**src/design/dmem_pkg.sv**
```systemverilog
package dmem_pkg;

  ////////////////////
  // Widths
  ////////////////////

  localparam int XLEN = 32;  // Data path
  localparam int PLEN = 32;  // Physical address

  ////////////////////
  // PMA region table
  ////////////////////

  localparam int PMA_CNT   = 4;  // Number of regions
  localparam int PMA_CFG_W = 3;  // Config bits per region

  // Bit positions in one region config word
  localparam int PMA_CFG_R    = 0;  // Readable
  localparam int PMA_CFG_W_EN = 1;  // Writable
  localparam int PMA_CFG_MA   = 2;  // Misaligned access allowed

  // Transfer size codes, as on the BIU
  localparam logic [2:0] SIZE_BYTE = 3'd0;
  localparam logic [2:0] SIZE_HALF = 3'd1;
  localparam logic [2:0] SIZE_WORD = 3'd2;

  localparam int BUF_DEPTH = 2;  // Request buffer entries

  // Controller sequencer
  typedef enum logic [1:0] {
    IDLE,      // Waiting for a buffered request
    BUS_ADR,   // Strobe out on the BIU
    BUS_DATA,  // Waiting for data acknowledge or error
    RESP       // Faulted response to the CPU
  } dmem_state_t;

endpackage

```
**src/design/dmem_reqbuf.sv**
```systemverilog
`timescale 1ns/1ps

module dmem_reqbuf
  import dmem_pkg::*;
(
  input  logic            clk_i,
  input  logic            rst_i,
  input  logic            clr_i,   // Flush on exception
  input  logic            push_i,
  input  logic [PLEN-1:0] adr_i,
  input  logic [2:0]      size_i,
  input  logic            we_i,
  input  logic [XLEN-1:0] d_i,
  input  logic            pop_i,
  output logic            valid_o,
  output logic            full_o,
  output logic [PLEN-1:0] adr_o,
  output logic [2:0]      size_o,
  output logic            we_o,
  output logic [XLEN-1:0] d_o
);

  // Entry storage
  logic [PLEN-1:0] adr_mem  [BUF_DEPTH];
  logic [2:0]      size_mem [BUF_DEPTH];
  logic            we_mem   [BUF_DEPTH];
  logic [XLEN-1:0] d_mem    [BUF_DEPTH];

  logic [$clog2(BUF_DEPTH)-1:0]   wr_ptr, rd_ptr;
  logic [$clog2(BUF_DEPTH+1)-1:0] cnt;
  logic                           do_push, do_pop;

  assign do_push = push_i & ~full_o;   // Top already gates with grant
  assign do_pop  = pop_i & valid_o;

  always_ff @(posedge clk_i) begin
    if (do_push) begin
      adr_mem[wr_ptr]  <= adr_i;
      size_mem[wr_ptr] <= size_i;
      we_mem[wr_ptr]   <= we_i;
      d_mem[wr_ptr]    <= d_i;
    end
  end

  // Pointers and fill level
  always_ff @(posedge clk_i) begin
    if (rst_i || clr_i) begin  // Clear beats a push in the same cycle
      wr_ptr <= '0;
      rd_ptr <= '0;
      cnt    <= '0;
    end else begin
      if (do_push) wr_ptr <= wr_ptr + 1'b1;
      if (do_pop)  rd_ptr <= rd_ptr + 1'b1;
      cnt <= cnt + do_push - do_pop;  // Push and pop together keep the level
    end
  end

  assign valid_o = (cnt != '0);
  assign full_o  = (cnt == BUF_DEPTH);

  // Head of queue
  assign adr_o  = adr_mem[rd_ptr];
  assign size_o = size_mem[rd_ptr];
  assign we_o   = we_mem[rd_ptr];
  assign d_o    = d_mem[rd_ptr];

endmodule

```
**src/design/dmem_access_chk.sv**
```systemverilog
`timescale 1ns/1ps

module dmem_access_chk
  import dmem_pkg::*;
(
  input  logic [PLEN-1:0]                     adr_i,
  input  logic [2:0]                          size_i,
  input  logic                                we_i,
  input  logic [PMA_CNT-1:0][PMA_CFG_W-1:0]   pma_cfg_i,
  input  logic [PMA_CNT-1:0][PLEN-1:0]        pma_adr_i,
  output logic                                misaligned_o,
  output logic                                pma_fault_o
);

  logic                 hit;       // Some region already covers the address
  logic [PMA_CFG_W-1:0] cfg;       // Config of the winning region
  logic [PLEN-1:0]      base;      // Bottom of the region under test
  logic                 off_size;  // Address not a multiple of the size

  ////////////////////
  // Region lookup
  ////////////////////

  // Top-of-range table, region i starts where region i-1 ends
  always_comb begin
    hit  = 1'b0;
    cfg  = '0;
    base = '0;
    for (int i = 0; i < PMA_CNT; i++) begin
      if (!hit && adr_i >= base && adr_i < pma_adr_i[i]) begin  // Lowest index wins
        hit = 1'b1;
        cfg = pma_cfg_i[i];
      end
      base = pma_adr_i[i];
    end
  end

  // No match leaves cfg at zero, which denies both directions
  assign pma_fault_o = we_i ? ~cfg[PMA_CFG_W_EN] : ~cfg[PMA_CFG_R];

  ////////////////////
  // Alignment
  ////////////////////

  always_comb begin
    case (size_i)
      SIZE_HALF: off_size = adr_i[0];
      SIZE_WORD: off_size = |adr_i[1:0];
      default:   off_size = 1'b0;  // Bytes never misalign
    endcase
  end

  assign misaligned_o = off_size & ~cfg[PMA_CFG_MA];  // Region may allow it

endmodule

```
**src/design/dmem_busif.sv**
```systemverilog
`timescale 1ns/1ps

module dmem_busif
  import dmem_pkg::*;
(
  input  logic            clk_i,
  input  logic            rst_i,
  input  logic            start_i,
  input  logic [PLEN-1:0] adr_i,
  input  logic [2:0]      size_i,
  input  logic            we_i,
  input  logic [XLEN-1:0] d_i,
  input  logic            biu_stb_ack_i,
  input  logic            biu_ack_i,
  input  logic            biu_err_i,
  input  logic [XLEN-1:0] biu_q_i,
  output logic            busy_o,
  output logic            done_o,
  output logic            err_o,
  output logic [XLEN-1:0] q_o,
  output logic            biu_stb_o,
  output logic [PLEN-1:0] biu_adr_o,
  output logic [2:0]      biu_size_o,
  output logic            biu_we_o,
  output logic [XLEN-1:0] biu_d_o
);

  logic wait_data;  // Address phase taken, data still outstanding
  logic data_ph;    // Slave may answer in this cycle
  logic fin;        // Transfer ends this cycle

  assign data_ph = (biu_stb_o & biu_stb_ack_i) | wait_data;
  assign fin     = data_ph & (biu_ack_i | biu_err_i);

  ////////////////////
  // Address phase
  ////////////////////

  always_ff @(posedge clk_i) begin
    if (start_i && !busy_o) begin  // Latch the request for the whole transfer
      biu_adr_o  <= adr_i;
      biu_size_o <= size_i;
      biu_we_o   <= we_i;
      biu_d_o    <= d_i;
    end
  end

  always_ff @(posedge clk_i) begin
    if (rst_i) begin
      biu_stb_o <= 1'b0;
      wait_data <= 1'b0;
      busy_o    <= 1'b0;
    end else begin
      if (start_i && !busy_o) begin
        biu_stb_o <= 1'b1;
        busy_o    <= 1'b1;
      end else if (biu_stb_o && biu_stb_ack_i) begin
        biu_stb_o <= 1'b0;  // Strobe held until taken
      end
      // Slave answered the address but not the data yet
      if (biu_stb_o && biu_stb_ack_i && !fin) wait_data <= 1'b1;
      else if (fin)                           wait_data <= 1'b0;
      if (fin) busy_o <= 1'b0;
    end
  end

  ////////////////////
  // Data phase
  ////////////////////

  always_ff @(posedge clk_i) begin
    if (rst_i) begin
      done_o <= 1'b0;
      err_o  <= 1'b0;
    end else begin
      done_o <= fin;              // One-cycle pulse
      err_o  <= fin & biu_err_i;
    end
  end

  always_ff @(posedge clk_i) begin
    if (fin && biu_ack_i) q_o <= biu_q_i;  // Read data on data acknowledge
  end

endmodule

```
**src/design/dmem_ctrl.sv**
```systemverilog
`timescale 1ns/1ps

module dmem_ctrl
  import dmem_pkg::*;
(
  input  logic            clk_i,
  input  logic            rst_i,
  input  logic            head_valid_i,
  input  logic            misaligned_i,
  input  logic            pma_fault_i,
  input  logic            bus_done_i,
  input  logic            bus_err_i,
  input  logic [XLEN-1:0] bus_q_i,
  input  logic            head_we_i,
  output logic            pop_o,
  output logic            clr_o,
  output logic            bus_start_o,
  output logic            mem_ack_o,
  output logic            mem_err_o,
  output logic            mem_misaligned_o,
  output logic [XLEN-1:0] mem_q_o
);

  dmem_state_t state, state_nxt;

  logic fault;     // Head fails alignment or PMA
  logic mis_r;     // Fault cause kept for RESP
  logic bus_resp;  // Bus transfer finishes this cycle

  assign fault = misaligned_i | pma_fault_i;

  ////////////////////
  // Sequencer
  ////////////////////

  always_comb begin
    state_nxt = state;
    case (state)
      IDLE:     if (head_valid_i) state_nxt = fault ? RESP : BUS_ADR;
      BUS_ADR:  state_nxt = BUS_DATA;                 // Strobe goes out
      BUS_DATA: if (bus_done_i) state_nxt = IDLE;     // Response goes back now
      RESP:     state_nxt = IDLE;                     // Single cycle
      default:  state_nxt = IDLE;
    endcase
  end

  always_ff @(posedge clk_i) begin
    if (rst_i) state <= IDLE;
    else       state <= state_nxt;
  end

  always_ff @(posedge clk_i) begin
    if (state == IDLE && head_valid_i) mis_r <= misaligned_i;
  end

  // Clean head goes straight to the bus, busif registers it
  assign bus_start_o = (state == IDLE) & head_valid_i & ~fault;

  ////////////////////
  // CPU response
  ////////////////////

  assign bus_resp = (state == BUS_DATA) & bus_done_i;

  assign mem_ack_o        = (state == RESP) | bus_resp;
  assign mem_err_o        = (state == RESP) | (bus_resp & bus_err_i);  // RESP is faults only
  assign mem_misaligned_o = (state == RESP) & mis_r;

  // Read data only for a clean load, zero otherwise
  assign mem_q_o = (bus_resp && !head_we_i && !bus_err_i) ? bus_q_i : '0;

  assign pop_o = mem_ack_o;   // Head retires with its acknowledge
  assign clr_o = mem_err_o;   // Any error drops what is queued behind

endmodule

```
**src/design/dmem_top.sv**
```systemverilog
`timescale 1ns/1ps

module dmem_top
  import dmem_pkg::*;
(
  input  logic                              clk_i,
  input  logic                              rst_i,
  // CPU side
  input  logic                              mem_req_i,
  input  logic [PLEN-1:0]                   mem_adr_i,
  input  logic [2:0]                        mem_size_i,
  input  logic                              mem_we_i,
  input  logic [XLEN-1:0]                   mem_d_i,
  output logic                              mem_gnt_o,
  output logic                              mem_ack_o,
  output logic                              mem_err_o,
  output logic                              mem_misaligned_o,
  output logic [XLEN-1:0]                   mem_q_o,
  // PMA table
  input  logic [PMA_CNT-1:0][PMA_CFG_W-1:0] pma_cfg_i,
  input  logic [PMA_CNT-1:0][PLEN-1:0]      pma_adr_i,
  // BIU
  output logic                              biu_stb_o,
  input  logic                              biu_stb_ack_i,
  output logic [PLEN-1:0]                   biu_adr_o,
  output logic [2:0]                        biu_size_o,
  output logic                              biu_we_o,
  output logic [XLEN-1:0]                   biu_d_o,
  input  logic [XLEN-1:0]                   biu_q_i,
  input  logic                              biu_ack_i,
  input  logic                              biu_err_i
);

  // Buffer head
  logic            head_valid, buf_full;
  logic [PLEN-1:0] head_adr;
  logic [2:0]      head_size;
  logic            head_we;
  logic [XLEN-1:0] head_d;

  logic            misaligned, pma_fault;
  logic            pop, clr, bus_start;
  logic            bus_done, bus_err;
  logic [XLEN-1:0] bus_q;

  assign mem_gnt_o = ~buf_full;  // Accept while there is room

  dmem_reqbuf u_reqbuf (
    .clk_i   (clk_i),
    .rst_i   (rst_i),
    .clr_i   (clr),
    .push_i  (mem_req_i & mem_gnt_o),
    .adr_i   (mem_adr_i),
    .size_i  (mem_size_i),
    .we_i    (mem_we_i),
    .d_i     (mem_d_i),
    .pop_i   (pop),
    .valid_o (head_valid),
    .full_o  (buf_full),
    .adr_o   (head_adr),
    .size_o  (head_size),
    .we_o    (head_we),
    .d_o     (head_d)
  );

  dmem_access_chk u_access_chk (
    .adr_i        (head_adr),
    .size_i       (head_size),
    .we_i         (head_we),
    .pma_cfg_i    (pma_cfg_i),
    .pma_adr_i    (pma_adr_i),
    .misaligned_o (misaligned),
    .pma_fault_o  (pma_fault)
  );

  dmem_ctrl u_ctrl (
    .clk_i            (clk_i),
    .rst_i            (rst_i),
    .head_valid_i     (head_valid),
    .misaligned_i     (misaligned),
    .pma_fault_i      (pma_fault),
    .bus_done_i       (bus_done),
    .bus_err_i        (bus_err),
    .bus_q_i          (bus_q),
    .head_we_i        (head_we),
    .pop_o            (pop),
    .clr_o            (clr),
    .bus_start_o      (bus_start),
    .mem_ack_o        (mem_ack_o),
    .mem_err_o        (mem_err_o),
    .mem_misaligned_o (mem_misaligned_o),
    .mem_q_o          (mem_q_o)
  );

  dmem_busif u_busif (
    .clk_i         (clk_i),
    .rst_i         (rst_i),
    .start_i       (bus_start),
    .adr_i         (head_adr),
    .size_i        (head_size),
    .we_i          (head_we),
    .d_i           (head_d),
    .biu_stb_ack_i (biu_stb_ack_i),
    .biu_ack_i     (biu_ack_i),
    .biu_err_i     (biu_err_i),
    .biu_q_i       (biu_q_i),
    .busy_o        (),              // Sequencer tracks the transfer itself
    .done_o        (bus_done),
    .err_o         (bus_err),
    .q_o           (bus_q),
    .biu_stb_o     (biu_stb_o),
    .biu_adr_o     (biu_adr_o),
    .biu_size_o    (biu_size_o),
    .biu_we_o      (biu_we_o),
    .biu_d_o       (biu_d_o)
  );

endmodule

```
**config.mk**
```make
export PLATFORM = sky130hd
export DESIGN_NAME = dmem_top
export DESIGN_NICKNAME = d
export VERILOG_FILES = /design/src/design/dmem_pkg.sv /design/src/design/dmem_reqbuf.sv /design/src/design/dmem_access_chk.sv /design/src/design/dmem_busif.sv /design/src/design/dmem_ctrl.sv /design/src/design/dmem_top.sv
export SDC_FILE = /design/constraint.sdc
export NUM_CORES = 1
export LEC_CHECK = 0
export ABC_AREA = 1
export BUFFER_PORTS_ARGS = -buffer_cell sky130_fd_sc_hd__buf_2
export CORE_AREA = 2 2 178 145
export DETAILED_ROUTE_END_ITERATION = 10
export DIE_AREA = 0 0 180 147
export GPL_TIMING_DRIVEN = 1
export PLACE_DENSITY = 0.76
export SYNTH_ARGS = -nofsm -noshare
export SYNTH_HDL_FRONTEND = slang
export SYNTH_SLANG_ARGS = --single-unit
```
**constraint.sdc**
```tcl
create_clock -name clk_i -period 5.37 [get_ports clk_i]
set_input_delay 1.074 -clock clk_i [delete_from_list [all_inputs] [get_ports clk_i]]
set_output_delay 1.074 -clock clk_i [all_outputs]
set_load 0.05 [all_outputs]
```
[Word level (Yosys, flattened, before mapping)]
Memory sizes are Yosys's and may differ from the RTL's. A register that Yosys moved wholly into a read port is not among the register bits.
Cells that the tools add are included.
W data, S select, Z words.
Word-level totals
  word-level logic and storage cells: 115
  memories: 4
  bits in writable memories: 136
  output and inout port bits: 105
  register bits after elaboration: 80
  bits of input ports: 246
Memory list
  u_reqbuf.adr_mem: depth 2, width 32, read ports 1, clocked after Yosys merged registers in 1, write ports 1, RTL line dmem_reqbuf.sv:24  | logic [PLEN-1:0] adr_mem [BUF_DEPTH];
  u_reqbuf.d_mem: depth 2, width 32, read ports 1, clocked after Yosys merged registers in 1, write ports 1, RTL line dmem_reqbuf.sv:27  | logic [XLEN-1:0] d_mem [BUF_DEPTH];
  u_reqbuf.size_mem: depth 2, width 3, read ports 1, clocked after Yosys merged registers in 1, write ports 1, RTL line dmem_reqbuf.sv:25  | logic [2:0] size_mem [BUF_DEPTH];
  u_reqbuf.we_mem: depth 2, width 1, read ports 1, clocked after Yosys merged registers in 1, write ports 1, RTL line dmem_reqbuf.sv:26  | logic we_mem [BUF_DEPTH];
Cells by class
  add/subtract/negate cells: 4
  bitwise logic cells: 22
  $lt $le $gt $ge: 8
  muxes and demuxes: 26
  equality and inequality tests: 8
  reduce and logical (&&, ||, !) cells: 29
Operators with widths (number)
  $lt A32 B32 Y1: 4
  $ge A32 B32 Y1: 3
  $ge A32 B1 Y1 const B: 1
  $mux W32: 1
  $mux W1: 16
  $logic_and A1 B1 Y1: 14
  $and A1 B1 Y1: 12
  $mux W3: 4
  $pmux W2 S4: 1
  $logic_not A1 Y1: 7
  $eq A2 B2 Y1 const B: 3
  $mux W2: 3
  $reduce_bool A2 Y1: 3
  $not A1 Y1: 5
  $or A1 B1 Y1: 5
  $ne A2 B1 Y1 const B: 2
  $reduce_or A2 Y1: 2
  $eq A3 B1 Y1 const B: 1
  $eq A3 B2 Y1 const B: 1
  $add A1 B1 Y1 const B: 2
  $add A2 B1 Y2: 1
  $eq A2 B1 Y1 const B: 1
  $logic_not A2 Y1: 1
  $pmux W1 S2: 1
  other kinds (3): 3

[Depth between registers and ports, before layout]
  depth after elaboration: 22
  mapped depth: 25
  depth with buffers taken out: 23

[Modules after synthesis]
From an unflattened synthesis, not the netlist that was laid out.
Second synthesis, totals
  cells, all modules: 1023
  area, all modules: 12415.7 um^2
By module, submodules not included
  dmem_reqbuf: cells an instance 250, sequential area each 4184.0 um^2, instances 1, area each 5246.3 um^2
  dmem_access_chk: cells an instance 548, sequential area each 0.0 um^2, instances 1, area each 3395.8 um^2
  dmem_busif: cells an instance 130, sequential area each 3103.0 um^2, instances 1, area each 3213.1 um^2
  dmem_ctrl: cells an instance 92, sequential area each 70.1 um^2, instances 1, area each 546.8 um^2
  dmem_top: cells an instance 3, sequential area each 0.0 um^2, instances 1, area each 13.8 um^2

[Worst setup path after synthesis]
No wires, ideal clock.
  path kind: input to register
  from: in mem_req_i
  to: mem u_reqbuf.adr_mem[0][0] (enable)
  arrival: 4.067 ns
  library setup time: 0.496 ns
  cell stages on the path: 2
  data required time: 4.874 ns
  path slack: 0.806 ns
  path buffers: 0
  path through: nand2_1 -> nor2_1
On the way
  cells in the longest elaborated chain, start to end: 4
Ends and longest elaborated chain
  from (decl): RTL line dmem_top.sv:9  | input logic mem_req_i,
  $and A1 B1 Y1: RTL line dmem_top.sv:52  | .push_i (mem_req_i & mem_gnt_o),
  $and A1 B1 Y1: RTL line dmem_reqbuf.sv:33  | assign do_push = push_i & ~full_o;
  $mux W1: RTL line dmem_reqbuf.sv:37  | if (do_push) begin
  $mux W1 (not written as such): RTL line dmem_reqbuf.sv:38  | adr_mem[wr_ptr] <= adr_i;
  to (decl): RTL line dmem_reqbuf.sv:24
Every way passes these cells.

==> metrics.cfg <==
[synth]
synth.area.mux_share_pct=0.1652
syn-num-nets=1505
avgSynthCellArea_um2=10.71
yosysTopAreaCell=edfxtp_1
synthArstFlopShare_pct=0
synthCells=1131
ys.flop_type=edfxtp_1
ys_ff_latch=249
synth_adder_area_share_pct=13.22
synth_compound_area_share_pct=4.843
seq_area_frac_synth_pct=60.71
synth_cell_types=36
synthTopCellsByArea=edfxtp_1, ha_1, nand2_1
synth_edf_count=237
yosysWarningCount=0
netlist_area_um2=12120
synth_xor_xnor_area_share_pct=0.1446
synth_simple_gate_area_share_pct=13.99
synth_top_area_share_pct=58.73
synth_top_family_by_area=simple AND/OR/NAND/NOR gates

[timing]
finalHoldViolations=0
rsz0062_at_grt=no
period_needed_ns=4.449
maxSlewViolCount=0
fin_crit_sh_pct=82.85
setup_viol=0
fmax_ghz=0.2248
slew_headroom_pct=29.07
tightestPinTransition_ns=1.057
fin_skew_ns=0.01840
setup_tns_ns=0
worst_slack_ns=0.9212

[floorplan]
die_y_um=147
initial_utilization_pct=48.88
row_count=52
io_pins=351
die_area_um2=26460
die_width_um=180
core_um2=24790

[worst_setup_path]
critPathRequiredTime_ns=5.64
critPathLaunchType=flip-flop
cp_max_fo=43
path_class=flip-flop to flip-flop
worst_setup_path_end_kind=flip-flop
worstPathArrival_ns=4.72

[run]
drv_cap=0

[clock_network]
cts_root_buf=clkbuf_16
clkLatencyLatePin_ns=0.54
cts.clk_slew.worst_paths_ns=0.06
hold_buffers=0
cts_tree=yes
clockBufferDepth=3
cts-buffers-inserted=27
htree_levels=1
clkSinkCount=249
postCtsSetupRepairBufs=0
cts_resized=0

[drt]
drt_iter0_drc=438
vias=9044
drt_pass1_iterations=4
vias_per_cell=4.883
antenna_left=0
wl_um=30310
wire_per_inst_um=16.36
drc_errors=0

[pwr]
p_leak_nw=7.450
power_density_nw_per_um2=345.5
power_mw=5.229
vdd_drop_max_v=0.0002588

[global_route]
grt_start_max_net_pins=59
antenna_found_initial=13
grt_pass1_wl_um=46890
grt_pass1_vias=9190
grt.overflow.total=0
track_usage_pct=22.62

[place]
hpwl_um=22990
gp_congestion=0.8735
pre_cts_ws_ns=0.8834
io_buffers=350

[final_layout]
most-common-layout-cells=buf_2, nand2_1, edfxtp_1
area_growth_pct=24.89
drive_above_1_share_pct=27.37
final_common_cell=buf_2
n_fill_cell=2039
nets=1875
regArea_um2=7358
multiInputGateArea_um2=3939

[hold_path]
hp-class=flip-flop to flip-flop

[run_status]
outcome=finished clean

final timing paths:
kind                                      from             endpoint  slack (ns)  cells past startpoint
worst min register to register  u_busif.busy_o       u_busif.busy_o        0.48                      2
worst min-delay path            u_busif.busy_o       u_busif.busy_o        0.48                      2
worst max register to register       flip-flop  u_busif.biu_d_o[11]        0.92                     21
worst max-delay path                 flip-flop  u_busif.biu_d_o[11]        0.92                     21
critical path: stages, from the launching register on:
cell      delay (ns)
dfxtp_2         0.48
buf_4           0.37
nand2_1         0.08
nand2_1         0.20
ha_1            0.29
nand2_1         0.07
inv_1           0.04
o21ai_0         0.13
nand2_1         0.07
a21oi_1         0.24
nand2_1         0.16
a21oi_1         0.39
nor2_1          0.15
nand2_2         0.11
nor2_1          0.05
nor2_1          0.12
nand3_2         0.10
nand2_2         0.12
nor2_2          0.04
nand3_2         0.08
clkinv_2        0.45
buf_12          0.39
metrics by stage:
step	std cells	utilization, %	hold slack [ns]	instance area [um2]
after floorplan	1131	-	0.4487	12120
final	1852	61.05	0.4805	15130
after CTS	1844	60.97	0.4829	15110
after detailed placement	1796	57.67	0.4750	14300
after global placement	1796	57.67	0.4613	14300
after global routing	1849	61.02	0.5267	15130
metal layers:
metal	track usage, %	vias to the layer above	wire [um]
met4	7.886	8	1049
li1	-	4508	-
met2	38.03	338	14150
met3	6.966	75	2781
met1	27.81	4115	12270
met5	0	-	57
cell usage after synthesis (2+ instances only):
cell type,n
a21o_1,3
a21oi_1,70
a31oi_1,2
clkbuf_1,16
dfxtp_1,12
edfxtp_1,237
ha_1,128
inv_1,201
mux2i_1,2
nand2_1,301
nand2_2,4
nand2_4,2
nand3_1,14
nand3_2,3
nand3b_1,3
nand4_1,10
nor2_1,72
nor3_1,5
nor4_1,3
o211ai_1,2
o21a_1,3
o21ai_0,21
o21ai_1,2
o21bai_1,2
or2_2,2
cell type report:
type                       count  share of cell area, %
sequential                   249                  48.62
multi-input combinational    661                  26.03
timing repair buffer         358                  12.05
inverter                     204                  5.084
clock buffer                  30                  4.539
tap                          324                  2.679
clock inverter                18                 0.8681
antenna                        8                 0.1323
logic make-up after synthesis:
logic type / Yosys count
simple gates: 420
buf+inv: 221
flops: 249
mux: 2
fa+ha+maj: 128
xor+xnor: 2
compound gates: 109
state kept, by name, summed over array words and instances (netlist names), 2 cells and up, named ones only:
register	flops
u_busif.biu_adr_o	32
u_busif.biu_d_o	32
u_ctrl.state	2
u_reqbuf.d_mem	64
u_reqbuf.size_mem	6
u_reqbuf.we_mem	2
u_reqbuf.cnt	2
u_busif.q_o	32
u_busif.biu_size_o	3
u_reqbuf.adr_mem	64
power by group:
group	internal [mW]	total, mW	switching, mW
combinational	0.319	1.09	0.771
clock	0.972	1.72	0.751
sequential	2.36	2.42	0.0523
No activity file was read; power rests on OpenSTA's default activity.
